$ cat src/include/pcs_rx_macros.svh
`ifndef PCS_RX_MACROS_SVH
`define PCS_RX_MACROS_SVH

// Datapath word and 64b66b payload widths
`define PCS_DATA_WIDTH 32
`define PCS_BLOCK_WIDTH 64

// Consecutive good headers needed for lock
`define PCS_LOCK_GOOD 64

// Bad headers within one 64 header window that drop lock
`define PCS_LOCK_BAD 16

`endif

$ cat src/logic/pcs_rx_pkg.sv
`include "pcs_rx_macros.svh"

package pcs_rx_pkg;

    // Sync header codes as received on the line
    typedef logic [1:0] sync_header_t;

    localparam sync_header_t SYNC_DATA = 2'b01;
    localparam sync_header_t SYNC_CTRL = 2'b10;

    // Block type field of a control block
    typedef enum logic [7:0] {
        BT_IDLE = 8'h1E,
        BT_O4   = 8'h2D,
        BT_S4   = 8'h33,
        BT_O0S4 = 8'h66,
        BT_O0O4 = 8'h55,
        BT_S0   = 8'h78,
        BT_O0   = 8'h4B,
        BT_T0   = 8'h87,
        BT_T1   = 8'h99,
        BT_T2   = 8'hAA,
        BT_T3   = 8'hB4,
        BT_T4   = 8'hCC,
        BT_T5   = 8'hD2,
        BT_T6   = 8'hE1,
        BT_T7   = 8'hFF
    } block_type_t;

    // XGMII control characters
    localparam logic [7:0] RS_IDLE  = 8'h07;
    localparam logic [7:0] RS_START = 8'hFB;
    localparam logic [7:0] RS_TERM  = 8'hFD;
    localparam logic [7:0] RS_ERROR = 8'hFE;
    localparam logic [7:0] RS_SEQ   = 8'h9C;

    // 7-bit line control code to XGMII character
    function automatic logic [7:0] control_to_rs_code(input logic [6:0] code);
        return (code == 7'h00) ? RS_IDLE : RS_ERROR;
    endfunction

    // Ordered set O code to XGMII character
    function automatic logic [7:0] cc_to_rs_ocode(input logic [3:0] ocode);
        return (ocode == 4'h0) ? RS_SEQ : RS_ERROR;
    endfunction

    // Control view with lane n code sitting at bits 8+7n
    typedef struct packed {
        logic [`PCS_BLOCK_WIDTH/8-1:0][6:0] codes;
        block_type_t                        btype;
    } block_ctrl_t;

    // One payload read as bytes or as control codes by header
    typedef union packed {
        logic [`PCS_BLOCK_WIDTH/8-1:0][7:0] octets;
        block_ctrl_t                        ctrl;
    } block_word_u;

    // Word passed between stages
    typedef struct packed {
        logic [`PCS_DATA_WIDTH-1:0] data;
        sync_header_t               header;
        logic                       header_valid;
        logic                       data_valid;
    } pcs_word_t;

endpackage

$ cat src/logic/rx_block_sync.sv
`include "pcs_rx_macros.svh"

module rx_block_sync import pcs_rx_pkg::*; (
    input  logic      i_rxc,
    input  logic      i_reset,
    input  pcs_word_t i_word,
    output logic      o_block_lock
);

    localparam int WINDOW = 64;
    localparam int GOOD_W = $clog2(`PCS_LOCK_GOOD);
    localparam int BAD_W  = $clog2(`PCS_LOCK_BAD);
    localparam int WIN_W  = $clog2(WINDOW);

    logic             hdr_strobe;
    logic             hdr_ok;
    logic             locked_q;
    logic [GOOD_W-1:0] good_cnt_q;
    logic [BAD_W-1:0]  bad_cnt_q;
    logic [WIN_W-1:0]  win_cnt_q;

    assign hdr_strobe = i_word.data_valid && i_word.header_valid;
    // Only 01 and 10 are legal sync headers
    assign hdr_ok = (i_word.header == SYNC_DATA) || (i_word.header == SYNC_CTRL);

    always_ff @(posedge i_rxc) begin
        if (i_reset) begin
            locked_q   <= 1'b0;
            good_cnt_q <= '0;
            bad_cnt_q  <= '0;
            win_cnt_q  <= '0;
        end else if (hdr_strobe) begin
            if (!locked_q) begin
                // Hunting for an unbroken run of good headers
                if (!hdr_ok) begin
                    good_cnt_q <= '0;
                end else if (good_cnt_q == GOOD_W'(`PCS_LOCK_GOOD - 1)) begin
                    locked_q   <= 1'b1;
                    good_cnt_q <= '0;
                    bad_cnt_q  <= '0;
                    win_cnt_q  <= '0;
                end else begin
                    good_cnt_q <= good_cnt_q + 1'b1;
                end
            end else if (!hdr_ok && bad_cnt_q == BAD_W'(`PCS_LOCK_BAD - 1)) begin
                // Too many bad headers in this window so start hunting again
                locked_q  <= 1'b0;
                bad_cnt_q <= '0;
                win_cnt_q <= '0;
            end else if (win_cnt_q == WIN_W'(WINDOW - 1)) begin
                win_cnt_q <= '0;
                bad_cnt_q <= '0;
            end else begin
                win_cnt_q <= win_cnt_q + 1'b1;
                if (!hdr_ok) begin
                    bad_cnt_q <= bad_cnt_q + 1'b1;
                end
            end
        end
    end

    assign o_block_lock = locked_q;

    // Upstream must mark a header only on a valid word
    a_hdr_needs_data: assert property (@(posedge i_rxc) disable iff (i_reset)
        i_word.header_valid |-> i_word.data_valid)
        else $error("header valid without data valid");

endmodule

$ cat src/logic/rx_descrambler.sv
`include "pcs_rx_macros.svh"

module rx_descrambler import pcs_rx_pkg::*; (
    input  logic      i_rxc,
    input  logic      i_reset,
    input  pcs_word_t i_word,
    output pcs_word_t o_word
);

    // x^58 + x^39 + 1 with the newest line bit at index 0
    localparam int SCR_LEN = 58;
    localparam int TAP_A   = 38;
    localparam int TAP_B   = 57;

    logic [SCR_LEN-1:0]         state_q;
    logic [SCR_LEN-1:0]         state_n;
    logic [`PCS_DATA_WIDTH-1:0] desc;
    logic [`PCS_DATA_WIDTH-1:0] data_q;
    sync_header_t               header_q;
    logic                       header_valid_q;
    logic                       data_valid_q;

    // Bit 0 is first on the line
    always_comb begin
        state_n = state_q;
        for (int i = 0; i < `PCS_DATA_WIDTH; i++) begin
            desc[i] = i_word.data[i] ^ state_n[TAP_A] ^ state_n[TAP_B];
            state_n = {state_n[SCR_LEN-2:0], i_word.data[i]};
        end
    end

    always_ff @(posedge i_rxc) begin
        if (i_reset) begin
            state_q        <= '0;
            header_valid_q <= 1'b0;
            data_valid_q   <= 1'b0;
        end else begin
            header_valid_q <= i_word.header_valid;
            data_valid_q   <= i_word.data_valid;
            if (i_word.data_valid) begin
                state_q <= state_n;
            end
        end
    end

    // Header is not scrambled and rides beside the data
    always_ff @(posedge i_rxc) begin
        if (i_word.data_valid) begin
            data_q   <= desc;
            header_q <= i_word.header;
        end
    end

    assign o_word = '{
        data:         data_q,
        header:       header_q,
        header_valid: header_valid_q,
        data_valid:   data_valid_q
    };

endmodule

$ cat src/logic/rx_decoder.sv
`include "pcs_rx_macros.svh"

module rx_decoder import pcs_rx_pkg::*; (
    input  logic                         i_rxc,
    input  logic                         i_reset,
    input  pcs_word_t                    i_word,
    output logic [`PCS_DATA_WIDTH-1:0]   o_rxd,
    output logic [`PCS_DATA_WIDTH/8-1:0] o_rxctl,
    output logic                         o_rx_valid,
    output logic                         o_block_error
);

    localparam int LANES = `PCS_BLOCK_WIDTH / 8;
    localparam int HALF  = `PCS_DATA_WIDTH / 8;

    typedef struct packed {
        logic [`PCS_BLOCK_WIDTH-1:0] data;
        logic [LANES-1:0]            ctl;
        logic                        err;
    } xgmii_block_t;

    logic [`PCS_DATA_WIDTH-1:0] first_data_q;
    sync_header_t               first_hdr_q;
    logic                       have_first_q;
    logic                       hi_pending_q;
    logic [`PCS_DATA_WIDTH-1:0] hi_rxd_q;
    logic [HALF-1:0]            hi_rxctl_q;
    logic                       first_word;
    logic                       second_word;
    block_word_u                blk;
    xgmii_block_t               dec;

    // Replace masked lanes with their control characters
    function automatic logic [`PCS_BLOCK_WIDTH-1:0] code_lanes(
        input block_word_u      b,
        input logic [LANES-1:0] mask
    );
        logic [`PCS_BLOCK_WIDTH-1:0] res;
        res = b.octets;
        for (int i = 0; i < LANES; i++) begin
            if (mask[i]) begin
                res[8*i +: 8] = control_to_rs_code(b.ctrl.codes[i]);
            end
        end
        return res;
    endfunction

    // Terminate in lane n with data below and control codes above
    function automatic xgmii_block_t decode_term(input block_word_u b, input logic [2:0] n);
        xgmii_block_t                res;
        logic [`PCS_BLOCK_WIDTH-1:0] shifted;
        shifted = b.octets >> 8;
        res.err = 1'b0;
        res.ctl = {LANES{1'b1}} << n;
        for (int k = 0; k < LANES; k++) begin
            if (k < int'(n)) begin
                res.data[8*k +: 8] = shifted[8*k +: 8];
            end else if (k == int'(n)) begin
                res.data[8*k +: 8] = RS_TERM;
            end else begin
                res.data[8*k +: 8] = control_to_rs_code(b.ctrl.codes[k]);
            end
        end
        return res;
    endfunction

    function automatic xgmii_block_t decode_block(input block_word_u b, input sync_header_t hdr);
        xgmii_block_t res;
        logic         bad;
        res.data = b.octets;
        res.ctl  = '0;
        res.err  = 1'b0;
        // An illegal header is treated like an unknown block
        bad = (hdr != SYNC_DATA) && (hdr != SYNC_CTRL);
        if (hdr == SYNC_CTRL) begin
            case (b.ctrl.btype)
                BT_IDLE: begin
                    res.data = code_lanes(b, 8'hFF);
                    res.ctl  = 8'hFF;
                end
                BT_O4: begin
                    res.data          = code_lanes(b, 8'h0F);
                    res.data[39:32]   = cc_to_rs_ocode(b.octets[4][7:4]);
                    res.ctl           = 8'h1F;
                end
                BT_S4: begin
                    res.data        = code_lanes(b, 8'h0F);
                    res.data[39:32] = RS_START;
                    res.ctl         = 8'h1F;
                end
                BT_O0S4: begin
                    res.data[39:32] = RS_START;
                    res.data[7:0]   = cc_to_rs_ocode(b.octets[4][3:0]);
                    res.ctl         = 8'h11;
                end
                BT_O0O4: begin
                    res.data[39:32] = cc_to_rs_ocode(b.octets[4][7:4]);
                    res.data[7:0]   = cc_to_rs_ocode(b.octets[4][3:0]);
                    res.ctl         = 8'h11;
                end
                BT_S0: begin
                    res.data[7:0] = RS_START;
                    res.ctl       = 8'h01;
                end
                BT_O0: begin
                    res.data      = code_lanes(b, 8'hF0);
                    res.data[7:0] = cc_to_rs_ocode(b.octets[4][3:0]);
                    res.ctl       = 8'hF1;
                end
                BT_T0: res = decode_term(b, 3'd0);
                BT_T1: res = decode_term(b, 3'd1);
                BT_T2: res = decode_term(b, 3'd2);
                BT_T3: res = decode_term(b, 3'd3);
                BT_T4: res = decode_term(b, 3'd4);
                BT_T5: res = decode_term(b, 3'd5);
                BT_T6: res = decode_term(b, 3'd6);
                BT_T7: res = decode_term(b, 3'd7);
                default: bad = 1'b1;
            endcase
        end
        if (bad) begin
            res.data = {LANES{RS_ERROR}};
            res.ctl  = '1;
            res.err  = 1'b1;
        end
        return res;
    endfunction

    assign first_word  = i_word.data_valid && i_word.header_valid;
    assign second_word = i_word.data_valid && !i_word.header_valid && have_first_q;

    // Low half comes first on the line
    assign blk = {i_word.data, first_data_q};
    assign dec = decode_block(blk, first_hdr_q);

    always_ff @(posedge i_rxc) begin
        if (first_word) begin
            first_data_q <= i_word.data;
            first_hdr_q  <= i_word.header;
        end
    end

    always_ff @(posedge i_rxc) begin
        if (i_reset) begin
            have_first_q <= 1'b0;
            hi_pending_q <= 1'b0;
            hi_rxd_q     <= '0;
            hi_rxctl_q   <= '0;
        end else if (i_word.data_valid) begin
            have_first_q <= i_word.header_valid;
            hi_pending_q <= second_word;
            if (second_word) begin
                hi_rxd_q   <= dec.data[`PCS_BLOCK_WIDTH-1:`PCS_DATA_WIDTH];
                hi_rxctl_q <= dec.ctl[LANES-1:HALF];
            end
        end
    end

    // Low half straight through and high half on the next valid cycle
    assign o_rx_valid    = second_word || (i_word.data_valid && hi_pending_q);
    assign o_rxd         = second_word ? dec.data[`PCS_DATA_WIDTH-1:0] : hi_rxd_q;
    assign o_rxctl       = second_word ? dec.ctl[HALF-1:0] : hi_rxctl_q;
    assign o_block_error = second_word && dec.err;

    // A new block must not start before the previous one got its second word
    a_no_double_hdr: assert property (@(posedge i_rxc) disable iff (i_reset)
        first_word |-> !have_first_q)
        else $error("two header words in a row");

endmodule

$ cat src/logic/pcs_rx_top.sv
`include "pcs_rx_macros.svh"

module pcs_rx_top import pcs_rx_pkg::*; (
    input  logic                         i_rxc,
    input  logic                         i_reset,
    input  logic [`PCS_DATA_WIDTH-1:0]   i_rxd,
    input  logic [1:0]                   i_rx_header,
    input  logic                         i_rx_data_valid,
    input  logic                         i_rx_header_valid,
    output logic [`PCS_DATA_WIDTH-1:0]   o_rxd,
    output logic [`PCS_DATA_WIDTH/8-1:0] o_rxctl,
    output logic                         o_rx_valid,
    output logic                         o_block_error,
    output logic                         o_block_lock
);

    pcs_word_t line_word;
    pcs_word_t desc_word;

    assign line_word = '{
        data:         i_rxd,
        header:       i_rx_header,
        header_valid: i_rx_header_valid,
        data_valid:   i_rx_data_valid
    };

    // Lock is judged on the raw headers
    rx_block_sync u_block_sync (
        .i_rxc        (i_rxc),
        .i_reset      (i_reset),
        .i_word       (line_word),
        .o_block_lock (o_block_lock)
    );

    rx_descrambler u_descrambler (
        .i_rxc   (i_rxc),
        .i_reset (i_reset),
        .i_word  (line_word),
        .o_word  (desc_word)
    );

    rx_decoder u_decoder (
        .i_rxc         (i_rxc),
        .i_reset       (i_reset),
        .i_word        (desc_word),
        .o_rxd         (o_rxd),
        .o_rxctl       (o_rxctl),
        .o_rx_valid    (o_rx_valid),
        .o_block_error (o_block_error)
    );

endmodule

$ cat config.mk
export PLATFORM = sky130hd
export DESIGN_NAME = pcs_rx_top
export DESIGN_NICKNAME = d
export VERILOG_FILES = /design/src/logic/pcs_rx_pkg.sv /design/src/logic/rx_block_sync.sv /design/src/logic/rx_descrambler.sv /design/src/logic/rx_decoder.sv /design/src/logic/pcs_rx_top.sv
export VERILOG_INCLUDE_DIRS = /design/src /design/src/include
export SDC_FILE = /design/constraint.sdc
export NUM_CORES = 1
export LEC_CHECK = 0
export ABC_AREA = 1
export BUFFER_PORTS_ARGS = -buffer_cell sky130_fd_sc_hd__buf_4
export CORE_AREA = 3 3 181 183
export DETAILED_ROUTE_END_ITERATION = 6
export DIE_AREA = 0 0 184 186
export GPL_TIMING_DRIVEN = 1
export PLACE_DENSITY = 0.42
export SYNTH_ARGS = -nofsm -noshare
export SYNTH_HDL_FRONTEND = slang
export SYNTH_SLANG_ARGS = --single-unit
$ cat constraint.sdc
create_clock -name i_rxc -period 2.4 [get_ports i_rxc]
set_clock_uncertainty 0.1 [all_clocks]
set_input_delay 0.24 -clock i_rxc [delete_from_list [all_inputs] [get_ports i_rxc]]
set_output_delay 0.24 -clock i_rxc [all_outputs]
set_load 0.05 [all_outputs]
# Word level (Yosys, flattened, before mapping)
# Cells that the tools add are included.
# W data, S select, Z words.
[word_totals] ramBits=0 latch_bits=0 mem_bits_ro=0 output_inout_bits=39 regBits=183 n_memories=0 elab_cells=182
[op_classes] n_reduce_logical=38 addsub=3 n_div=0 mux=37 bitwise=65 multipliers=0 shift=0 n_eq_ne=24 order_cmp=0
[ops] op="$pmux W16 S13" n=1
[ops] op="$mux W73" n=2
[ops] op="$pmux W24 S5" n=1
[ops] op="$pmux W24 S4" n=1
[ops] op="$eq A8 B8 Y1 const B" n=8
[ops] op="$mux W8" n=8
[ops] op="$xor A1 B1 Y1" n=64
[ops] op="$logic_not A7 Y1" n=8
[ops] op="$mux W6" n=7
[ops] op="$pmux W8 S5" n=1
[ops] op="$eq A8 B7 Y1 const B" n=4
[ops] op="$mux W32" n=1
[ops] op="$mux W4" n=7
[ops] op="$eq A8 B6 Y1 const B" n=2
[ops] op="$reduce_or A15 Y1" n=1
[ops] op="$mux W7" n=2
[ops] op="$add A6 B1 Y6 const B" n=2
[ops] op="$eq A6 B6 Y1 const B" n=2
[ops] op="$eq A8 B5 Y1 const B" n=1
[ops] op="$logic_and A1 B1 Y1" n=8
[ops] op="$logic_not A4 Y1" n=2
[ops] op="$reduce_or A2 Y1" n=4
[ops] op="$reduce_or A4 Y1" n=2
[ops] op="$reduce_or A7 Y1" n=1
[ops] op="other kinds (17)" n=27

# Longest topological paths before layout
# Gate-level depths: netlist of the first run.
[depth] word_depth=6 mapped_depth=16 depth_no_buf=16

# By module
# Synthesis of the first run repeated with hierarchy kept, for this count alone.
[unflattened] cells_unflattened=1542 hier_area_um2=10516.3
[by_module_without_submodules] mod="rx_decoder" n_inst=1 area_each_um2=5116.2 cells_each=804
[by_module_without_submodules] mod="rx_descrambler" n_inst=1 area_each_um2=4317.9 cells_each=569
[by_module_without_submodules] mod="rx_block_sync" n_inst=1 area_each_um2=1082.3 cells_each=169

# Worst setup path after synthesis of the first run
# Ideal clock, no wire load.
[synth_path] path_type="register -> output" startpoint="register u_decoder.first_data_q[7]" endpoint="output o_rxd[3]" t_required_ns=2.060 setup_slack_ns=-0.514 arrival_ns=2.574 path_stages_with_launch=14 path_cell_list="edfxtp_1 -> nand2_1 -> nor2_2 -> nand2_2 -> nand2_4 -> inv_4 -> nand2_4 -> nor2_2 -> nand2_2 -> nand2_4 -> inv_1 -> nand3_1 -> o21ai_0 -> o21ai_0"
[synth_via] elab_chain_len=6 elab_cells_between_ends=24 cone_classes="eq/ne: 15; mux: 6; reduce/logical: 3"
[synth_rtl] item="from (decl)" line_no="rx_decoder.sv:22" rtl="logic [`PCS_DATA_WIDTH-1:0] first_data_q;"
[synth_rtl] item="from (signal assigned)" line_no="rx_decoder.sv:138" rtl="first_data_q <= i_word.data;"
[synth_rtl] item="$eq A8 B7 Y1, or another cell as far along" line_no="rx_decoder.sv:76" rtl="case (b.ctrl.btype)"
[synth_rtl] item="$reduce_or A2 Y1 (no source line) / $reduce_or A15 Y1 (equally long branches)"
[synth_rtl] item="$pmux W16 S13 / $mux W1 (equally long branches)" line_no="rx_decoder.sv:76"
[synth_rtl] item="$mux W73 / $mux W1 (equally long branches)" line_no="rx_decoder.sv:75" rtl="if (hdr == SYNC_CTRL) begin"
[synth_rtl] item="$mux W73 *" line_no="rx_decoder.sv:121" rtl="if (bad) begin"
[synth_rtl] item="$mux W32 *" line_no="rx_decoder.sv:161" rtl="assign o_rxd = second_word ? dec.data[`PCS_DATA_WIDTH-1:0] : hi_rxd_q;"
[synth_rtl] item="to (decl)" line_no="pcs_rx_top.sv:10" rtl="output logic [`PCS_DATA_WIDTH-1:0] o_rxd,"
# Every way passes the cells marked *; elsewhere a longest branch is shown, timed or not.

# Worst setup path in the final report of the first run
[layout_path] startpoint="register u_decoder.first_data_q[5]" endpoint="output o_rxd[24]"
[layout_via] elab_chain_len=6 elab_cells_between_ends=24 cone_classes="eq/ne: 15; mux: 6; reduce/logical: 3"
[layout_rtl] item="$eq A8 B8 Y1, or another cell as far along" line_no="rx_decoder.sv:76"
[layout_rtl] item="$reduce_or A4 Y1 (no source line) / $reduce_or A15 Y1 (equally long branches)"
[layout_rtl] item="$pmux W24 S5 / $mux W1 (equally long branches)" line_no="rx_decoder.sv:76"
[layout_rtl] item="$mux W73 / $mux W1 (equally long branches)" line_no="rx_decoder.sv:75"
[layout_rtl] item="$mux W73 *" line_no="rx_decoder.sv:121"
[layout_rtl] item="$mux W32 *" line_no="rx_decoder.sv:161"
# Marked as above.

==> run summary, run 1 <==
Status: complete, but fails checks
Violated checks: setup timing
Initial antenna violation count: 0
Die X: 184 µm
WP data required: 2060 ps
Routed WL: 32820 µm
RePlAce Congestion: 0.9107
TNS Setup: -21330 ps
First-pass GRT wire length: 50140 µm
DRC Markers: 0
Syn. warnings: 0
WL/cell: 17.43 µm
Count of final setup violators: 63
RSZ-0062 raised after global routing: true
Sequential area share after synthesis: 0.4671
Remaining global-route overflow: 0
Antenna diodes: 0
Worst-path clk slew: 70 ps
Synth Cell Area: 0.009300 mm²
Hold Path Stages: 3
Initial core utilization: 0.2963
Flops & latches, synth: 183
Via count of the first global-routing pass: 8624
Fill cells: 3198
Clock Sinks: 183
Worst-Margin Slew: 630.5 ps
# nets final: 1509
Die area: 0.03422 mm²
Comb power frac: 0.115
Via density: 4.682
Worst vdd ir: 0.0004949 V
Pwr/cell area: 538.1 mW/mm²
CP arrival: 2630 ps
Mean area per synthesized cell: 7.543 µm²
Net Switching: 2009 µW
Root Buffer Master: clkbuf_16
Starting DRT DRC Count: 589
CTS tree: built
Hold Path Sink: u_descrambler.state_q[3]
Final hold vios: 0
GRT Util Overall: 0.1934
Register area: 0.004344 mm²
Leak: 0.005698 µW
Non-filler instance count after layout: 1883
Hold path startpoint: i_rx_data_valid
Post-Syn Nets: 1274
R2R depth: 15
R2R Path Start: u_decoder.first_data_q[4]
Area grow syn2layout: 44.73%
Max Freq: 336.9 MHz
Synth cell types: 42
Total power: 7243 µW
Max_cap viols: 0
Boundary Pins: 77
Sw frac: 0.2774
R2R setup slack: -150 ps
Vias: 8816
Placed Instances: 1788
Final Max Tran Viols: 0
Final worst path period need: 2968 ps
Clock power frac: 0.390
Int Pwr: 5234 µW
Hold WC Path Type: in -> reg
Relative slew slack: 0.5758
CP Class: reg -> out
CP endpoint kind: output port
Largest net degree at the start of global routing: 66
Worst-skew pair later-pin latency: 450 ps
H-tree depth: 4
Die height: 186 µm
Setup ws final: -568.0 ps
Syn Inst Count: 1233
IO Port Bufs: 76
Final period util: 1.237
CP max FO: 6
WHS: 47.23 ps
Maximum root-to-sink buffer count: 2
Core area: 0.03139 mm²
Sequential share of power: 0.494
Dpl hpwl: 24990 µm
CP Launch Type: flip-flop
Num CTS Buffers: 17
Placement row count: 65
Final ANT Viol Nets: 0
RR Endpoint: u_decoder.hi_rxd_q[13]
DR pass1 iterations: 5
Layout cell share with drive strength beyond 1: 0.3113
Multi-input gate area in the final layout: 0.005255 mm²
[state kept, by name, indices dropped and copies added, names as in the netlist]
| signal | flops |
|---|---|
| u_descrambler.header_q | 2 |
| u_block_sync.good_cnt_q | 6 |
| u_decoder.hi_pending_q | 1 |
| u_decoder.first_hdr_q | 2 |
| u_descrambler.state_q | 58 |
| u_block_sync.o_block_lock | 1 |
| u_decoder.have_first_q | 1 |
| u_decoder.hi_rxd_q | 32 |
| u_descrambler.data_valid_q | 1 |
| u_block_sync.bad_cnt_q | 4 |
| u_decoder.first_data_q | 32 |
| u_decoder.hi_rxctl_q | 4 |
| u_descrambler.header_valid_q | 1 |
| u_descrambler.data_q | 32 |
| u_block_sync.win_cnt_q | 6 |
[synth_stat cells, drive strengths merged]
| library cell | number | area [µm²] |
|---|---|---|
| o21a | 1 | 7.510 |
| a21boi | 4 | 30.03 |
| nor4 | 7 | 43.79 |
| a31oi | 8 | 50.05 |
| ha | 3 | 37.54 |
| o21bai | 1 | 7.510 |
| dfxtp | 115 | 2302 |
| a211oi | 1 | 7.510 |
| nand3 | 29 | 150.1 |
| a21oi | 62 | 314.1 |
| o21ai | 144 | 735.7 |
| buf | 10 | 73.81 |
| xnor2 | 65 | 569.3 |
| nor2 | 253 | 994.7 |
| nand4 | 9 | 56.30 |
| or2 | 3 | 18.77 |
| xor2 | 4 | 35.03 |
| nor3 | 13 | 76.33 |
| edfxtp | 68 | 2042 |
| o211ai | 6 | 45.04 |
| nand2 | 284 | 1139 |
| inv | 106 | 405.4 |
| nand3b | 2 | 15.01 |
| a21o | 1 | 7.510 |
| clkbuf | 32 | 120.1 |
| a22oi | 1 | 7.510 |
| a41oi | 1 | 8.760 |
[per-stage QoR]
stage / area, µm² / worst slack, ps / utilization
global route: 13460 / -709.2 / 0.4288
global placement: 11310 / -365.8 / 0.3603
CTS: 12830 / -616.0 / 0.4087
detailed placement: 11310 / -326.9 / 0.3603
floorplan: 9475 / -144.7 / -
finish: 13460 / -568.0 / 0.4288
[metal layers]
layer,track usage,vias to the layer above,wire [µm],share of wire
li1,-,4461,-,-
met1,0.2671,4157,15630,0.48
met2,0.3195,164,15540,0.47
met3,0.02501,34,1075,0.033
met4,0.05383,0,571,0.017
met5,0,-,0,0
[kinds of logic after synthesis]
family | Yosys count | share of synthesized area
AND/OR/NAND/NOR | 600 | 0.2681
AO/OA/AOI/OAI | 230 | 0.1313
flip-flops | 183 | 0.4671
buffers and inverters | 148 | 0.06444
XOR/XNOR | 69 | 0.06498
adder cells (fa/ha/maj) | 3 | 0.004036
[power by group through the flow]
| stage | clock, µW | sequential (µW) | combinational [µW] |
|---|---|---|---|
| finish | 2830 | 3580 | 836 |
| global route | 3030 | 3600 | 918 |
| CTS | 2920 | 3580 | 814 |
| detailed placement | 0 | 3650 | 739 |
| global placement | 0 | 3650 | 741 |
| floorplan | 0 | 3580 | 442 |
[worst max-delay path, cell delays in order (launching register included)]
cell	delay [ps]
edfxtp_1	510
buf_6	180
nor2_4	150
nand2_2	80
nor2_4	130
buf_6	120
nor2_4	30
nand2_2	60
nor2_2	40
nand2_2	80
nand2_4	80
nand2_8	120
nand2_8	110
inv_12	110
nand2_4	50
o21ai_4	150
buf_6	170
[worst max-delay path by stage]
stage	startpoint	to	slack [ps]
floorplan	u_decoder.first_data_q[4]	o_rxd[3]	-140
global placement	u_decoder.first_data_q[4]	u_decoder.hi_rxd_q[19]	-370
detailed placement	u_decoder.first_data_q[4]	o_rxd[2]	-330
CTS	u_decoder.first_data_q[5]	o_rxd[31]	-620
global route	u_decoder.first_data_q[5]	o_rxd[13]	-710
finish	u_decoder.first_data_q[5]	o_rxd[24]	-570
[cell type report]
| type | instances | area share |
|---|---|---|
| multi-input cells | 902 | 0.3904 |
| flip-flops and latches | 183 | 0.3227 |
| repair buffers | 257 | 0.1738 |
| well taps | 402 | 0.03737 |
| clock buffers | 20 | 0.03476 |
| inverters | 106 | 0.03198 |
| clock inverters | 12 | 0.008273 |
| repair inverters | 1 | 0.0006507 |
[layout by cell type (no fill, tap or decap), types with 15 or more instances in the layout]
| master | synthesis | layout |
|---|---|---|
| edfxtp_1 | 68 | 68 |
| nor2_4 | 3 | 23 |
| o21ai_0 | 128 | 96 |
| nor2_1 | 241 | 201 |
| inv_1 | 98 | 88 |
| o21ai_1 | 12 | 15 |
| nand2_4 | 3 | 17 |
| buf_6 | 4 | 56 |
| dlygate4sd3_1 | 0 | 35 |
| o21ai_2 | 4 | 23 |
| nand2_2 | 7 | 39 |
| clkbuf_16 | 0 | 18 |
| nand3_1 | 28 | 19 |
| dfxtp_1 | 115 | 115 |
| buf_4 | 0 | 155 |
| nor2_2 | 9 | 29 |
| a21oi_1 | 61 | 45 |
| nand2_1 | 272 | 225 |
| xnor2_1 | 65 | 65 |
[repair_timing]
item,4_1_cts,5_1_grt
gates resized for setup,160,138
hold endpoints to repair,36,0
pin swaps,28,56
hold buffers,35,0
setup buffers,13,18
endpoints found under the setup margin,61,71
gates cloned,0,1
(Power assumes the default switching activity.)
==> inputs of run 2 (changes only) <==
clock period = 3.69 ns   (was 2.4 ns; I/O delays follow)
==> run summary, run 2 (synthesis gave the netlist of run 1 again) <==
Setup ws final: 238.2 ps
Commonest non-fill, non-tap cell in the layout: nand2_1
Leak: 0.004642 µW
GRT Util Overall: 0.1874
Maximum root-to-sink buffer count: 2
Num CTS Buffers: 17
Crit-path max cell delay: 470 ps
Via density: 4.761
Max Freq: 289.7 MHz
Starting DRT DRC Count: 594
DR pass1 iterations: 5
RSZ-0062 raised after global routing: true
Die area: 0.03422 mm²
Multi-input gate area in the final layout: 0.004362 mm²
Placement row count: 65
Non-filler instance count after layout: 1714
Top reg by flops: u_descrambler.state_q
R2R setup slack: 820 ps
Pre-CTS WS: 641.5 ps
Layout cell share with drive strength beyond 1: 0.1250
CP Class: reg -> out
Clock Sinks: 183
CP arrival: 2980 ps
Die height: 186 µm
CP Launch Type: flip-flop
CP endpoint kind: output port
Count of final setup violators: 0
Worst-path clk slew: 80 ps
Final Max Tran Viols: 0
Dpl hpwl: 24000 µm
# nets final: 1340
Pwr/cell area: 425.5 mW/mm²
Core area: 0.03139 mm²
DRC Markers: 0
Antenna diodes: 0
Register area: 0.004344 mm²
Die X: 184 µm
Initial core utilization: 0.2963
CP max FO: 10
WL/cell: 18.50 µm
WP data required: 3220 ps
Via count of the first global-routing pass: 8051
Max_cap viols: 0
Vias: 8161
Hold WC Path Type: in -> reg
Remaining global-route overflow: 0
Critical-path top delay cell: edfxtp_1
Placed Instances: 1680
Root Buffer Master: clkbuf_16
Area grow syn2layout: 17.09%
Final core occ: 0.3469
Relative slew slack: 0.2734
First-pass GRT wire length: 48330 µm
Final hold vios: 0
Worst-skew pair later-pin latency: 440 ps
Final ANT Viol Nets: 0
H-tree depth: 4
Fill cells: 3426
Final period util: 0.9355
Routed WL: 31710 µm
Design area: 0.01089 mm²
Max FFs per register: 58
CTS tree: built
Commonest non-fill, non-tap cells in the layout: nand2_1 (272), nor2_1 (239), o21ai_0 (128)
Cells along the critical path: nand2_1 -> nor2_2 -> nand2_2 -> nand2_4 -> nor2_4 -> nand2_1 -> nor2_1 -> inv_1 -> nand2_1 -> a21oi_1 -> o21ai_0 -> nand2_1 -> buf_4
RePlAce Congestion: 0.9199
Placed cell area: 0.01026 mm²
Largest net degree at the start of global routing: 91
Total power: 4634 µW
Boundary Pins: 77
Worst-Margin Slew: 1090 ps
Most frequent CP cell: nand2_1
Worst vdd ir: 0.0003824 V
Final worst path period need: 3452 ps
IO Port Bufs: 76
Initial antenna violation count: 0
Status: complete, no violations
==> run 2: cell count changes in the layout (fill, tap and decap cells not counted), sizes merged <==
cell         before  now
dlygate4sd3      35    2
clkbuf           20   17
clkinv            6    8
buf             222   87
==> run 2: timing repair <==
item,4_1_cts,5_1_grt
hold buffers,2,0
resized for setup,0,2
setup buffers,0,0
setup endpoints to repair,0,2
endpoints found under the hold margin,2,0
==> run 2: final timing paths <==
check,from,to,cells after the start
worst max-delay path,u_decoder.first_data_q[3],o_rxd[11],13
worst min-delay path,i_rx_header_valid,u_descrambler.header_valid_q,3
worst max register to register,u_decoder.first_data_q[3],u_decoder.hi_rxd_q[27],14
worst min register to register,u_descrambler.header_q[1],u_decoder.first_hdr_q[1],0
==> run 2: report_power, final <==
group / leakage, µW / switching (µW) / internal, µW
logic: 0.00277 / 276 / 165
registers: 0.00158 / 113 / 2220
clock network: 0.000290 / 938 / 918
==> run 2: final cells by class <==
cell class,instances,area share
sequential,183,0.3989
timing repair buffer,89,0.06182
tap,402,0.04619
clock buffer,17,0.03907
multi-input combinational,902,0.4006
clock inverter,15,0.01620
inverter,106,0.03723
==> run 2: per-stage QoR <==
step	setup TNS (ps)	hold slack, ps
after floorplan	0	300.3
after global placement	0	308.4
after detailed placement	0	308.9
after CTS	0	32.63
after global routing	-12.62	53.66
final	0	53.00
==> run 2: critical path, delay by kind of cell (launching register included) <==
family,cells,cell delay (ps)
AO/OA/AOI/OAI,2,220
buffers and inverters,2,340
flip-flops,1,470
AND/OR/NAND/NOR,9,1530
==> run 2: routing by layer <==
metal  GRT usage  up-vias  wire [µm]  part of all wire
li1            -     4128          -                 -
met1      0.2573     3801      14940              0.47
met2      0.3054      202      14680              0.46
met3     0.02775       30       1296             0.041
met4     0.05927        0        792             0.025
met5           0        -          0                 0
==> inputs of run 3 (changes only) <==
SETUP_SLACK_MARGIN = 0.5   (was unset)
SLEW_MARGIN = 20   (was unset)
==> run summary, run 3 (synthesis gave the netlist of run 1 again) <==
Status: complete, no violations
Sequential share of power: 0.501
Setup ws final: 552.1 ps
Pwr/cell area: 396.5 mW/mm²
CP endpoint kind: output port
Critical-path top delay cell: edfxtp_1
H-tree depth: 4
Worst path bufs/invs: 2
CP arrival: 2670 ps
TNS Setup: 0 ps
Final period util: 0.8504
Leak: 0.004953 µW
Initial antenna violation count: 0
Num CTS Buffers: 17
Antenna diodes: 0
GRT Util Overall: 0.1909
Maximum root-to-sink buffer count: 2
IO Port Bufs: 76
Largest net degree at the start of global routing: 91
Relative slew slack: 0.3586
Commonest non-fill, non-tap cells in the layout: nand2_1 (239), nor2_1 (213), o21ai_0 (116)
CP Launch Type: flip-flop
Met3 GRT Util: 0.02716
WL/cell: 18.70 µm
Die X: 184 µm
Net Switching: 1348 µW
CP Class: reg -> out
Routed WL: 32630 µm
Crit-path max cell delay: 500 ps
Worst-Margin Slew: 962.1 ps
Worst vdd ir: 0.0003825 V
DR pass1 iterations: 7
Placed Instances: 1680
Boundary Pins: 77
Die height: 186 µm
Final worst path period need: 3138 ps
Gr busiest metal: met2
Via density: 4.782
Starting DRT DRC Count: 592
Die area: 0.03422 mm²
WP data required: 3220 ps
Vias: 8345
Hold WC Path Type: in -> reg
Int Pwr: 3320 µW
Via count of the first global-routing pass: 8214
Worst-path clk slew: 80 ps
RSZ-0062 raised after global routing: true
Worst-skew pair later-pin latency: 450 ps
Max Freq: 318.7 MHz
# nets final: 1371
CP max FO: 6
Max FFs per register: 58
Clock Sinks: 183
Final ANT Viol Nets: 0
Count of final setup violators: 0
Remaining global-route overflow: 0
Non-filler instance count after layout: 1745
Max_cap viols: 0
Top reg by flops: u_descrambler.state_q
Commonest non-fill, non-tap cell in the layout: nand2_1
Final Max Tran Viols: 0
Fill cells: 3355
Area grow syn2layout: 26.57%
Cells along the critical path: nand2_2 -> inv_2 -> nand2_4 -> nor2_4 -> nor2_4 -> nand2_2 -> nor4_1 -> o21ai_0 -> o21ai_1 -> nand2_1 -> buf_4
DRC Markers: 0
GR Util met1: 0.2626
Cell family with most CP delay: simple AND/OR/NAND/NOR gates
CTS tree: built
First-pass GRT wire length: 49270 µm
Dpl hpwl: 24000 µm
Final hold vios: 0
RePlAce Congestion: 0.9199
Layout cell share with drive strength beyond 1: 0.2100
Initial core utilization: 0.2963
Sw frac: 0.2887
Core area: 0.03139 mm²
Placement row count: 65
Comb power frac: 0.100
Met2 Track Usage GR: 0.3076
Root Buffer Master: clkbuf_16
Final core occ: 0.3750
Clock power frac: 0.399
Pre-CTS WS: 641.5 ps
run 3: cell types whose count changed in the layout (fill, tap and decap cells not counted), moves of 7 or more:
cell	change
inv_1	-8
buf_6	+32
o21ai_0	-12
nand2_4	+7
nand2_1	-33
nor2_1	-26
nor2_4	+20
nand2_2	+25
a31oi_1	-8
run 3: layer usage:
metal / vias up / share of wire / wire length, µm
met5: - / 0 / 0
met4: 0 / 0.027 / 873
met3: 38 / 0.035 / 1148
met2: 184 / 0.47 / 15190
met1: 3923 / 0.47 / 15420
li1: 4200 / - / -
run 3: timing repair:
item | CTS | global route
gates resized for setup | 47 | 134
buffers inserted | 19 | 8
gates cloned | 3 | 1
pin swaps | 11 | 26
hold buffers | 2 | 0
hold endpoints to repair | 2 | 0
endpoints found under the setup margin | 36 | 36
run 3: power groups by stage:
stage / combinational [µW] / sequential (µW) / clock [µW]
after global placement: 447 / 2390 / 0
final: 466 / 2340 / 1860
after CTS: 454 / 2340 / 1920
after floorplan: 282 / 2330 / 0
after global routing: 515 / 2350 / 2000
after detailed placement: 442 / 2390 / 0
run 3: layout make-up:
type / instances / area (µm²) / share of cell area
Timing Repair inverter: 2 / 17.52 / 0.001488
Sequential cell: 183 / 4344 / 0.3690
Clock buffer: 17 / 425.4 / 0.03614
Inverter: 106 / 431.7 / 0.03667
Tap cell: 402 / 503.0 / 0.04273
Clock inverter: 15 / 176.4 / 0.01499
Multi-Input combinational cell: 903 / 4842 / 0.4114
Timing Repair Buffer: 117 / 1031 / 0.08759
run 3: final timing paths:
check | startpoint | slack [ps] | cells after the start | end
hold reg to reg | u_descrambler.header_q[1] | 330 | 0 | u_decoder.first_hdr_q[1]
setup / recovery | u_decoder.first_data_q[3] | 550 | 11 | o_rxd[2]
hold / removal | i_rx_header_valid | 50 | 3 | u_descrambler.header_valid_q
setup reg to reg | u_decoder.first_data_q[1] | 910 | 15 | u_decoder.hi_rxd_q[27]
run 3: metrics by stage:
| step | cell area [µm²] | hold slack [ps] | power, µW |
|---|---|---|---|
| 2_1_floorplan | 9300 | 300.3 | 2607 |
| 3_3_place_gp | 10260 | 308.4 | 2834 |
| 3_5_place_dp | 10260 | 308.9 | 2829 |
| 4_1_cts | 11220 | 32.63 | 4718 |
| 5_1_grt | 11770 | 53.66 | 4866 |
| 6_report | 11770 | 52.87 | 4668 |
run 3: worst register-to-register path, delay by kind of cell, from the launching register on:
family,cells,cell delay (ps)
buffers and inverters,3,420
flip-flops,1,530
AND/OR/NAND/NOR,12,1630
